--- config.mk ---
export PLATFORM = sky130hd
export DESIGN_NAME = resampler_top
export DESIGN_NICKNAME = d
export VERILOG_FILES = /design/src/resampler_pkg.sv /design/src/coef_rom.sv /design/src/mac_unit.sv /design/src/resampler_seq.sv /design/src/resampler_top.sv /design/src/ring_buffer.sv /design/src/slice_scheduler.sv
export SDC_FILE = /design/constraint.sdc
export NUM_CORES = 1
export LEC_CHECK = 0
export ABC_CLOCK_PERIOD_IN_PS = 2400
export BUFFER_PORTS_ARGS = -buffer_cell sky130_fd_sc_hd__buf_2
export CAP_MARGIN = 10
export CORE_ASPECT_RATIO = 1.5
export CORE_MARGIN = 4
export CORE_UTILIZATION = 44
export CTS_CLUSTER_SIZE = 12
export DETAILED_ROUTE_END_ITERATION = 16
export GPL_ROUTABILITY_DRIVEN = 0
export PLACE_DENSITY = 0.85
export RECOVER_POWER = 50
export SYNTH_ARGS = -nofsm -noshare
export SYNTH_HDL_FRONTEND = slang
export SYNTH_SLANG_ARGS = --single-unit
--- constraint.sdc ---
create_clock -name clk -period 2.4 [get_ports clk]
set_input_delay 0.12 -clock clk [delete_from_list [all_inputs] [get_ports clk]]
set_output_delay 0.12 -clock clk [all_outputs]
set_load 0.01 [all_outputs]
--- src/fir_coef.hex ---
// one Q1.23 coefficient per line, row-major, row = phase 0..7, column = tap 0..3
280000
1C0000
0A0000
FC0000
290000
1B8000
0A4000
FC1000
2A0000
1B0000
0A8000
FC2000
2B0000
1A8000
0AC000
FC3000
2C0000
1A0000
0B0000
FC4000
2D0000
198000
0B4000
FC5000
2E0000
190000
0B8000
FC6000
2F0000
188000
0BC000
FC7000

--- src/resampler_pkg.sv ---
// resampler shared types, MAC control, sequencer states and saturation helpers
package resampler_pkg;

    typedef logic signed [23:0] sample_t;   // audio sample
    typedef logic signed [23:0] coef_t;     // Q1.23 coefficient
    typedef logic signed [27:0] prod_t;     // product after >>> 23
    typedef logic signed [31:0] acc_t;

    localparam int MULT_LATENCY = 3;

    typedef struct packed {
        logic clear;    // empty the accumulator
        logic tap_en;   // operands this cycle are a real tap
    } mac_ctrl_t;

    typedef enum logic [2:0] {
        ST_READY,
        ST_RWING,
        ST_LWING,
        ST_DRAIN,
        ST_SATURATE,
        ST_END,
        ST_IDLE
    } seq_state_t;

    function automatic acc_t sat_add(acc_t a, acc_t b);
        logic signed [32:0] s;
        s = {a[31], a} + {b[31], b};
        if (s[32] != s[31]) begin
            return s[32] ? 32'sh8000_0000 : 32'sh7fff_ffff;
        end
        return s[31:0];
    endfunction

    // clamp to 24-bit range
    function automatic sample_t sat_out(acc_t a);
        if (a > 32'sd8388607) return 24'sh7f_ffff;
        if (a < -32'sd8388608) return 24'sh80_0000;
        return a[23:0];
    endfunction

endpackage

--- src/coef_rom.sv ---
// coefficient ROM, phase row by tap column, registered read
`timescale 1ns/10ps

module coef_rom #(
    parameter int NUM_FIR   = 8,
    parameter int HALFDEPTH = 4
) (
    input  logic                          clk,
    input  logic [$clog2(NUM_FIR)-1:0]    row_i,
    input  logic [$clog2(HALFDEPTH)-1:0]  col_i,
    output resampler_pkg::coef_t          data_o
);
    import resampler_pkg::*;

    coef_t rom [NUM_FIR*HALFDEPTH];

    initial begin
        $readmemh("/design/src/fir_coef.hex", rom);
    end

    // row-major, row*HALFDEPTH+col with power-of-two HALFDEPTH
    always_ff @(posedge clk) begin
        data_o <= rom[{row_i, col_i}];
    end

endmodule

--- src/mac_unit.sv ---
// shared MAC, pipelined signed multiply with saturating accumulate and 24-bit output
`timescale 1ns/10ps

module mac_unit (
    input  logic                       clk,
    input  logic                       rst,
    input  resampler_pkg::mac_ctrl_t   ctrl_i,
    input  resampler_pkg::sample_t     mpcand_i,
    input  resampler_pkg::coef_t       mplier_i,
    output resampler_pkg::sample_t     result_o
);
    import resampler_pkg::*;

    sample_t a_q;
    coef_t b_q;
    logic [MULT_LATENCY-1:0] v_pipe;
    prod_t prod_pipe [1:MULT_LATENCY-1];
    logic signed [47:0] full_prod;
    logic signed [47:0] shifted;
    acc_t acc_q;
    logic done_q;

    assign full_prod = a_q * b_q;
    assign shifted   = full_prod >>> 23;   // back to Q1.23 scale

    // operand stage, then product stages
    always_ff @(posedge clk) begin
        a_q <= mpcand_i;
        b_q <= mplier_i;
        prod_pipe[1] <= shifted[27:0];
        for (int k = 2; k < MULT_LATENCY; k++) begin
            prod_pipe[k] <= prod_pipe[k-1];
        end
    end

    always_ff @(posedge clk) begin
        if (rst) begin
            v_pipe <= '0;
            done_q <= 1'b0;
        end else begin
            v_pipe <= {v_pipe[MULT_LATENCY-2:0], ctrl_i.tap_en};
            done_q <= v_pipe[MULT_LATENCY-1];
        end
    end

    always_ff @(posedge clk) begin
        if (ctrl_i.clear) acc_q <= '0;
        else if (v_pipe[MULT_LATENCY-1]) acc_q <= sat_add(acc_q, acc_t'(prod_pipe[MULT_LATENCY-1]));
    end

    // last product just landed, so the sum is final
    always_ff @(posedge clk) begin
        if (done_q && !v_pipe[MULT_LATENCY-1]) result_o <= sat_out(acc_q);
    end

endmodule

--- src/resampler_seq.sv ---
// per-slice sequencer, phase memory and tap addressing for the shared MAC
`timescale 1ns/10ps

module resampler_seq #(
    parameter int NUM_CH    = 2,
    parameter int HALFDEPTH = 4,
    parameter int NUM_FIR   = 8,
    parameter int DECIM     = 5
) (
    input  logic                          clk,
    input  logic                          rst,
    input  logic                          slice_start_i,
    input  logic [$clog2(NUM_CH)-1:0]     cur_ch_i,
    input  logic                          cur_req_i,
    output logic [NUM_CH-1:0]             served_o,
    output logic [$clog2(NUM_FIR)-1:0]    rom_row_o,
    output logic [$clog2(HALFDEPTH)-1:0]  rom_col_o,
    output logic [$clog2(HALFDEPTH):0]    offset_o,
    output resampler_pkg::mac_ctrl_t      mac_ctrl_o,
    output logic [NUM_CH-1:0]             pop_o,
    output logic [NUM_CH-1:0]             ack_o
);
    import resampler_pkg::*;

    localparam int RW    = $clog2(NUM_FIR);
    localparam int HW    = $clog2(HALFDEPTH);
    localparam int CNT_W = $clog2(HALFDEPTH + MULT_LATENCY + 1);

    seq_state_t state_q;
    logic go_q;                         // request seen at slice start
    logic [CNT_W-1:0] cnt_q;
    logic [RW-1:0] phase_mem [NUM_CH];
    logic [RW-1:0] phase_cur;
    logic [HW-1:0] tap_d;
    logic wrap;
    logic [NUM_CH-1:0] ch_sel;
    mac_ctrl_t ctrl_d;

    assign phase_cur = phase_mem[cur_ch_i];
    assign wrap      = int'(phase_cur) >= NUM_FIR - DECIM;
    assign ch_sel    = NUM_CH'(1) << cur_ch_i;

    always_ff @(posedge clk) begin
        if (rst) begin
            state_q <= ST_IDLE;
            go_q    <= 1'b0;
            cnt_q   <= '0;
        end else if (slice_start_i) begin
            state_q <= ST_READY;
            go_q    <= cur_req_i;
            cnt_q   <= '0;
        end else begin
            cnt_q <= cnt_q + 1'b1;
            case (state_q)
                ST_READY: begin
                    cnt_q <= '0;
                    if (go_q) state_q <= ST_RWING;
                end
                ST_RWING, ST_LWING: begin
                    if (cnt_q == CNT_W'(HALFDEPTH - 1)) begin
                        state_q <= (state_q == ST_RWING) ? ST_LWING : ST_DRAIN;
                        cnt_q   <= '0;
                    end
                end
                ST_DRAIN: begin
                    if (cnt_q == CNT_W'(MULT_LATENCY)) state_q <= ST_SATURATE;
                end
                ST_SATURATE: state_q <= ST_END;
                ST_END: begin
                    state_q <= ST_IDLE;
                    go_q    <= 1'b0;
                end
                default: state_q <= ST_IDLE;
            endcase
        end
    end

    // advance by DECIM modulo NUM_FIR
    always_ff @(posedge clk) begin
        if (rst) begin
            for (int i = 0; i < NUM_CH; i++) begin
                phase_mem[i] <= '0;
            end
        end else if (state_q == ST_END) begin
            if (wrap) phase_mem[cur_ch_i] <= RW'(int'(phase_cur) + DECIM - NUM_FIR);
            else phase_mem[cur_ch_i] <= RW'(int'(phase_cur) + DECIM);
        end
    end

    // right wing counts taps down, left wing up
    assign tap_d = (state_q == ST_RWING) ? HW'(HALFDEPTH - 1) - cnt_q[HW-1:0]
                                         : cnt_q[HW-1:0];

    assign rom_row_o = (state_q == ST_RWING) ? RW'(NUM_FIR - 1 - int'(phase_cur)) : phase_cur;
    assign rom_col_o = tap_d;
    assign offset_o  = (state_q == ST_RWING) ? {1'b1, tap_d} : {1'b0, ~tap_d}; // H+d / H-1-d

    assign ctrl_d.clear  = (state_q == ST_READY);
    assign ctrl_d.tap_en = (state_q == ST_RWING) || (state_q == ST_LWING);

    // one cycle to line up with ROM and buffer reads
    always_ff @(posedge clk) begin
        if (rst) mac_ctrl_o <= '0;
        else mac_ctrl_o <= ctrl_d;
    end

    assign ack_o    = (state_q == ST_END) ? ch_sel : '0;
    assign pop_o    = (state_q == ST_END && wrap) ? ch_sel : '0;
    assign served_o = ack_o;

endmodule

--- src/resampler_top.sv ---
// multichannel polyphase resampler, ring buffers sharing one MAC and ROM by time slice
`timescale 1ns/10ps

module resampler_top #(
    parameter int NUM_CH    = 2,
    parameter int HALFDEPTH = 4,
    parameter int NUM_FIR   = 8,
    parameter int DECIM     = 5,
    parameter int TIMESLICE = 16
) (
    input  logic                                clk,
    input  logic                                rst,
    input  logic [NUM_CH-1:0]                   rst_ch_i,
    input  logic [NUM_CH-1:0]                   wr_i,
    input  resampler_pkg::sample_t [NUM_CH-1:0] wr_data_i,
    input  logic [NUM_CH-1:0]                   req_i,
    output resampler_pkg::sample_t              out_data_o,
    output logic [NUM_CH-1:0]                   ack_o,
    output logic [NUM_CH-1:0]                   pop_o
);
    import resampler_pkg::*;

    localparam int RB_DEPTH = 4 * HALFDEPTH;   // window plus slack for input jitter

    logic slice_start;
    logic [$clog2(NUM_CH)-1:0] cur_ch;
    logic cur_req;
    logic [NUM_CH-1:0] served;
    logic [$clog2(NUM_FIR)-1:0] rom_row;
    logic [$clog2(HALFDEPTH)-1:0] rom_col;
    logic [$clog2(HALFDEPTH):0] offset;
    mac_ctrl_t mac_ctrl;
    coef_t rom_data;
    sample_t rb_data [NUM_CH];

    for (genvar g = 0; g < NUM_CH; g++) begin : g_rb
        ring_buffer #(.DEPTH(RB_DEPTH)) u_rb (
            .clk       (clk),
            .rst       (rst | rst_ch_i[g]),
            .wr_i      (wr_i[g]),
            .wr_data_i (wr_data_i[g]),
            .pop_i     (pop_o[g]),
            .offset_i  ({1'b0, offset}),
            .rd_data_o (rb_data[g])
        );
    end

    slice_scheduler #(.NUM_CH(NUM_CH), .TIMESLICE(TIMESLICE)) u_sched (
        .clk           (clk),
        .rst           (rst),
        .req_i         (req_i),
        .served_i      (served),
        .slice_start_o (slice_start),
        .cur_ch_o      (cur_ch),
        .cur_req_o     (cur_req)
    );

    resampler_seq #(
        .NUM_CH    (NUM_CH),
        .HALFDEPTH (HALFDEPTH),
        .NUM_FIR   (NUM_FIR),
        .DECIM     (DECIM)
    ) u_seq (
        .clk           (clk),
        .rst           (rst),
        .slice_start_i (slice_start),
        .cur_ch_i      (cur_ch),
        .cur_req_i     (cur_req),
        .served_o      (served),
        .rom_row_o     (rom_row),
        .rom_col_o     (rom_col),
        .offset_o      (offset),
        .mac_ctrl_o    (mac_ctrl),
        .pop_o         (pop_o),
        .ack_o         (ack_o)
    );

    coef_rom #(.NUM_FIR(NUM_FIR), .HALFDEPTH(HALFDEPTH)) u_rom (
        .clk    (clk),
        .row_i  (rom_row),
        .col_i  (rom_col),
        .data_o (rom_data)
    );

    mac_unit u_mac (
        .clk      (clk),
        .rst      (rst),
        .ctrl_i   (mac_ctrl),
        .mpcand_i (rb_data[cur_ch]),   // granted channel only
        .mplier_i (rom_data),
        .result_o (out_data_o)
    );

endmodule

--- src/ring_buffer.sv ---
// ring buffer, per-channel circular sample store with offset read from the tail
`timescale 1ns/10ps

module ring_buffer #(
    parameter int DEPTH = 16
) (
    input  logic                      clk,
    input  logic                      rst,
    input  logic                      wr_i,
    input  resampler_pkg::sample_t    wr_data_i,
    input  logic                      pop_i,
    input  logic [$clog2(DEPTH)-1:0]  offset_i,
    output resampler_pkg::sample_t    rd_data_o
);
    import resampler_pkg::*;

    localparam int PW = $clog2(DEPTH);

    sample_t mem [DEPTH];
    logic [PW-1:0] head_q;
    logic [PW-1:0] tail_q;

    always_ff @(posedge clk) begin
        if (rst) begin
            head_q <= '0;
            tail_q <= '0;
        end else begin
            if (wr_i) head_q <= head_q + 1'b1;
            if (pop_i) tail_q <= tail_q + 1'b1;   // one sample consumed
        end
    end

    always_ff @(posedge clk) begin
        if (wr_i) mem[head_q] <= wr_data_i;
    end

    // pointer arithmetic wraps, DEPTH is a power of two
    always_ff @(posedge clk) begin
        rd_data_o <= mem[tail_q + offset_i];
    end

endmodule

--- src/slice_scheduler.sv ---
// time-slice arbiter, round-robin grant of the shared MAC and ROM per channel
`timescale 1ns/10ps

module slice_scheduler #(
    parameter int NUM_CH    = 2,
    parameter int TIMESLICE = 16
) (
    input  logic                       clk,
    input  logic                       rst,
    input  logic [NUM_CH-1:0]          req_i,
    input  logic [NUM_CH-1:0]          served_i,
    output logic                       slice_start_o,
    output logic [$clog2(NUM_CH)-1:0]  cur_ch_o,
    output logic                       cur_req_o
);
    localparam int TW  = $clog2(TIMESLICE);
    localparam int CHW = $clog2(NUM_CH);

    logic [TW-1:0] slot_q;
    logic [NUM_CH-1:0] req_q;

    // starts at the last slot so channel 0 opens the first slice
    always_ff @(posedge clk) begin
        if (rst) begin
            slot_q        <= TW'(TIMESLICE - 1);
            cur_ch_o      <= CHW'(NUM_CH - 1);
            slice_start_o <= 1'b0;
        end else if (slot_q == TW'(TIMESLICE - 1)) begin
            slot_q        <= '0;
            slice_start_o <= 1'b1;
            cur_ch_o      <= (cur_ch_o == CHW'(NUM_CH - 1)) ? '0 : cur_ch_o + 1'b1;
        end else begin
            slot_q        <= slot_q + 1'b1;
            slice_start_o <= 1'b0;
        end
    end

    // new request merges with a pending one
    always_ff @(posedge clk) begin
        if (rst) req_q <= '0;
        else req_q <= (req_q & ~served_i) | req_i;
    end

    assign cur_req_o = req_q[cur_ch_o];

endmodule

======== Word level (Yosys, flattened, before mapping) ========
Memory sizes are Yosys's and may differ from the RTL's. A register that Yosys moved wholly into a read port is not among the register bits.
Index checks and enable logic that the tools add are counted.
word-level totals
  register bits after elaboration ......... 165
  bits in writable memories ............... 830
  input port bits ......................... 56
  output and inout port bits .............. 28
  word-level logic and storage cells ...... 135
  memories ................................ 4
memories
  memory            words  width  rd ports  clocked after Yosys merged registers in  write ports  line                 text
  g_rb[0].u_rb.mem  16     24     1         1                                        1            ring_buffer.sv:19    sample_t mem [DEPTH];
  g_rb[1].u_rb.mem  16     24     1         1                                        1            ring_buffer.sv:19
  u_mac.prod_pipe   2      28     2         0                                        2            mac_unit.sv:17       prod_t prod_pipe [1:MULT_LATENCY-1];
  u_seq.phase_mem   2      3      1         1                                        2            resampler_seq.sv:32  logic [RW-1:0] phase_mem [NUM_CH];
operators by class
  $add $sub $neg .......................... 13
  multipliers ............................. 1
  magnitude comparators ................... 5
  equal/unequal tests ..................... 14
  shifts and indexed selects .............. 1
  muxes and demuxes ....................... 57
  bitwise operators ....................... 8
  reductions and logical operators ........ 11
operators with widths
  operator                number
  $mux W24                7
  $mux W32                3
  $mul A24 B24 Y48        1
  $add A32 B28 Y33        1
  $mux W1                 33
  $gt A32 B24 Y1 const B  1
  $lt A32 B24 Y1 const B  1
  $mux W3                 8
  $add A4 B1 Y4 const B   5
  $pmux W3 S4             1
  $eq A3 B2 Y1 const B    3
  $ne A3 B2 Y1 const B    3
  $add A4 B3 Y4           2
  $eq A3 B3 Y1 const B    2
  $mux W2                 3
  $ne A2 B1 Y1 const B    3
  $pmux W3 S2             1
  $reduce_and A3 Y1       2
  $eq A4 B4 Y1 const B    1
  $mux W4                 1
  $not A2 Y2              2
  $reduce_or A2 Y1        2
  $add A3 B1 Y3 const B   1
  $add A3 B3 Y3 const B   1
  19 further kinds        22

======== Logic depth before layout (Yosys ltp) ========
  depth in word-level cells ............... 8
  gate-level depth with buffers ........... 6
  mapped depth without buffers ............ 6

======== Hierarchy ========
From an unflattened synthesis, not the netlist that was laid out.
second synthesis, totals
  cell total of the unflattened synthesis .. 4,438
  area total of the unflattened synthesis .. 60,694.5 µm²
by module, submodules not included
  module                      times used  cells an instance  area an instance (µm²)  sequential area each (µm²)
  mac_unit                    1           2,735              26,763.2                3,403.3
  ring_buffer (g_rb[1].u_rb)  1           765                16,096.7                12,171.7
  ring_buffer (g_rb[0].u_rb)  1           765                16,095.4                12,171.7
  resampler_seq               1           88                 848.3                   360.3
  resampler_top               1           30                 412.9                   0.0
  slice_scheduler             1           30                 294.0                   160.2
  coef_rom                    1           25                 183.9                   0.0

======== Worst setup path after synthesis ========
No wires, ideal clock.
  path type ............................... register to register
  start point ............................. register with a tool-made name
  end point ............................... memory u_seq.phase_mem[0][2] in the netlist's numbering (data pin)
  setup time .............................. 176 ps
  data arrival time ....................... 1,351 ps
  required time ........................... 2,224 ps
  path slack .............................. 873 ps
  stages on the path, launching flop included .. 6
  clock period less this slack ............ 1,527 ps
  cells stage by stage .................... dfxtp_1 -> mux2_2 -> ha_1 -> inv_1 -> ha_1 -> nor4_1
RTL lines
  item              line
  end: declaration  resampler_seq.sv:32

==> summary.txt <==
Layout
  – Layout Cells excl Fill: 167
  – NumNets Final: 193
  – Area grow syn2layout: -0.102%
  – ANT cells: 0
  – Share of cells above drive strength 1: 0.131

GRT
  – Largest net degree at the start of global routing: 14
  – GRT overflow: 0
  – Vias in the first global route: 753
  – Gr usage total: 0.112
  – First-pass GRT wire length: 3220 um
  – Antenna violations before repair: 0

Clock network
  – Reg clk slew, reported paths: 0.07 ns
  – TritonCTS clock tree: built
  – CTS H-tree depth: 1
  – Worst skew pair latency: 0.26 ns
  – Clk sinks: 22
  – Root Buffer: clkbuf_8
  – Setup Fix Bufs, Post-CTS: 0
  – Post-cts hold buffer count: 0
  – Num CTS Buffers: 3
  – Resized Gates After CTS: 0
  – Maximum clock path buffer count: 2

Timing
  – Unrepaired setup endpoints after global routing: false
  – Final hold violations: 0
  – Min Tclk post-route: 1.76 ns
  – Tcrit/Tclk final: 0.732
  – Final Slew Violations: 0
  – Setup_tns: 0 ns
  – Final Skew: 0.00265 ns
  – Final setup viols: 0
  – Fmax: 0.569 GHz

Yosys
  – Post-Syn Instances: 127
  – Synth cell count leaders: buf_4 (27), dfxtp_1 (16), nor2_1 (8)
  – Post-synth EDFFs: 6
  – Synth async-reset ratio: 0
  – Synthesized flop and latch total: 22
  – Synth area leaders: dfxtp_1 (26%), buf_4 (17%), edfxtp_1 (15%)
  – Number of library cell types mapped by synthesis: 37
  – Cell area after synthesis: 1220 um^2
  – Syn. warnings: 0
  – Most numerous cell in the Yosys netlist: buf_4
  – Sequential fraction of the synthesis area: 0.411
  – Top cell type's share of synthesized area: 0.263
  – Yosys top cell by area: dfxtp_1
  – Primary FF master, synth: dfxtp_1
  – Syn_area_per_cell: 9.60 um^2

Pwr
  – Sw Share: 0.274
  – Comb pwr share: 0.191
  – Pwr dens: 862 nW/um^2
  – VDD IR max: 0.253 mV
  – Net Switching: 288 uW
  – Clock power frac: 0.318
  – Static Leak: 0.000532 uW
  – Reg power frac: 0.491
  – P_int: 761 uW

Die
  – Initial Utilization: 0.455
  – Core footprint: 2680 um^2
  – Row Count: 23
  – Ports: 84
  – DIE WIDTH: 51.0 um
  – Die height: 72.5 um
  – Die area: 3690 um^2

Worst setup path
  – Crit-path cells: mux2_2 -> ha_1 -> inv_1 -> ha_1 -> nor3_1 -> buf_2
  – CP arrival: 1.64 ns
  – Max incr delay on CP: 0.38 ns
  – Setup crit end kind: output port
  – Required @ worst endpoint: 2.28 ns
  – Critical path class: register to output port
  – CP most frequent cell: ha_1
  – Slowest CP cell: dfxtp_1
  – Element type at the critical path start: register
  – CP max FO: 3

Drt
  – DR WL/cell: 10.9 um
  – Routed vias/inst: 4.72
  – DRC Markers: 0
  – Number of nets with antenna violations after routing: 0
  – Iteration-0 DRC count of the detailed router: 12
  – DR pass1 iterations: 3
  – WL final: 1830 um
  – Via count: 788

Placement
  – IO buf count: 7
  – DP Cell Count: 163
  – Post-DP HPWL: 1370 um

Outcome
  – Status: finished, final reports clean

Hold path
  – Worst hold path class: input pin to register

Run
  – Max cap viols: 0
==> per-stage QoR <==
| stage | util | worst slack [ns] | hold slack, ns | total power, uW | cell area (um^2) |
|---|---|---|---|---|---|
| after detailed placement | 0.433 | 0.769 | 0.338 | 724 | 1160 |
| after global routing | 0.455 | 0.495 | 0.0776 | 1120 | 1220 |
| after global placement | 0.433 | 0.798 | 0.337 | 709 | 1160 |
| after floorplan | - | 0.873 | 0.237 | 724 | 1310 |
| after CTS | 0.460 | 0.627 | 0.0707 | 1060 | 1230 |
| final | 0.455 | 0.643 | 0.0708 | 1050 | 1220 |
==> power by group through the flow <==
stage	sequential (uW)	clock, uW	combinational, uW
2_1_floorplan	480	0	244
3_3_place_gp	520	0	189
3_5_place_dp	525	0	199
4_1_cts	517	342	202
5_1_grt	525	357	235
6_report	515	334	200
==> sequential cells by signal (all words and copies together), names as in the netlist, named ones only <==
| register | cells |
|---|---|
| u_seq.phase_mem | 6 |
| u_sched.slot_q | 4 |
| u_seq.cnt_q | 3 |
| u_seq.state_q | 3 |
| u_sched.req_q | 2 |
| u_sched.cur_ch_o | 1 |
| u_sched.slice_start_o | 1 |
| u_seq.go_q | 1 |
==> worst paths after layout <==
check / slack, ns / cells past startpoint / from / to
setup reg to reg: 0.70 / 2 / u_seq.state_q[2] / u_seq.phase_mem[0][2]
hold reg to reg: 0.48 / 2 / u_sched.req_q[0] / u_sched.req_q[0]
setup / recovery: 0.64 / 6 / register / pop_o[0]
hold / removal: 0.07 / 3 / req_i[1] / u_sched.req_q[1]
==> layout by cell type, fill, tap and decap left out, types with 3 or more instances in the layout <==
master and instances:
buf_2 7, nor4_1 3, xnor2_1 3, ha_1 6
edfxtp_1 6, a21oi_1 6, inv_1 7, dfxtp_1 16
nand2_1 6, nor2_1 8, o21ai_0 6, clkbuf_8 3
mux2_2 3, conb_1 24, nor3_1 4
==> layer usage <==
metal | global-route usage | vias up | share of wire
li1 | - | 389 | -
met1 | 0.124 | 367 | 0.38
met2 | 0.205 | 28 | 0.54
met3 | 0.0123 | 4 | 0.063
met4 | 0.0539 | 0 | 0.018
met5 | 0 | - | 0
==> logic make-up (layout without fill, tap and decap cells) <==
family | count (synthesis) | after routing | share of synthesized area
flip-flops | 22 | 22 | 0.411
XOR/XNOR | 3 | 3 | 0.0216
buffers and inverters | 39 | 19 | 0.211
multiplexers | 4 | 4 | 0.0359
AO/OA/AOI/OAI | 19 | 19 | 0.0965
AND/OR/NAND/NOR | 33 | 33 | 0.159
adder cells (fa/ha/maj) | 6 | 6 | 0.0616
other | 1 | 24 | 0.00308
==> cell type report <==
type,instances,area (um^2)
Fill cell,257,1460
Multi-Input combinational cell,89,534
Timing Repair Buffer,7,35.0
Tap cell,37,46.3
Clock buffer,3,41.3
Inverter,8,30.0
Clock inverter,1,30.0
Sequential cell,22,500
==> critical path: cells and delay by family, from the launching register on <==
kind          cells  cell delay [ns]
simple gates      1             0.06
mux               1             0.38
buf+inv           2             0.21
flops             1             0.38
fa+ha+maj         2             0.35
No activity file was read; power rests on OpenSTA's default activity.
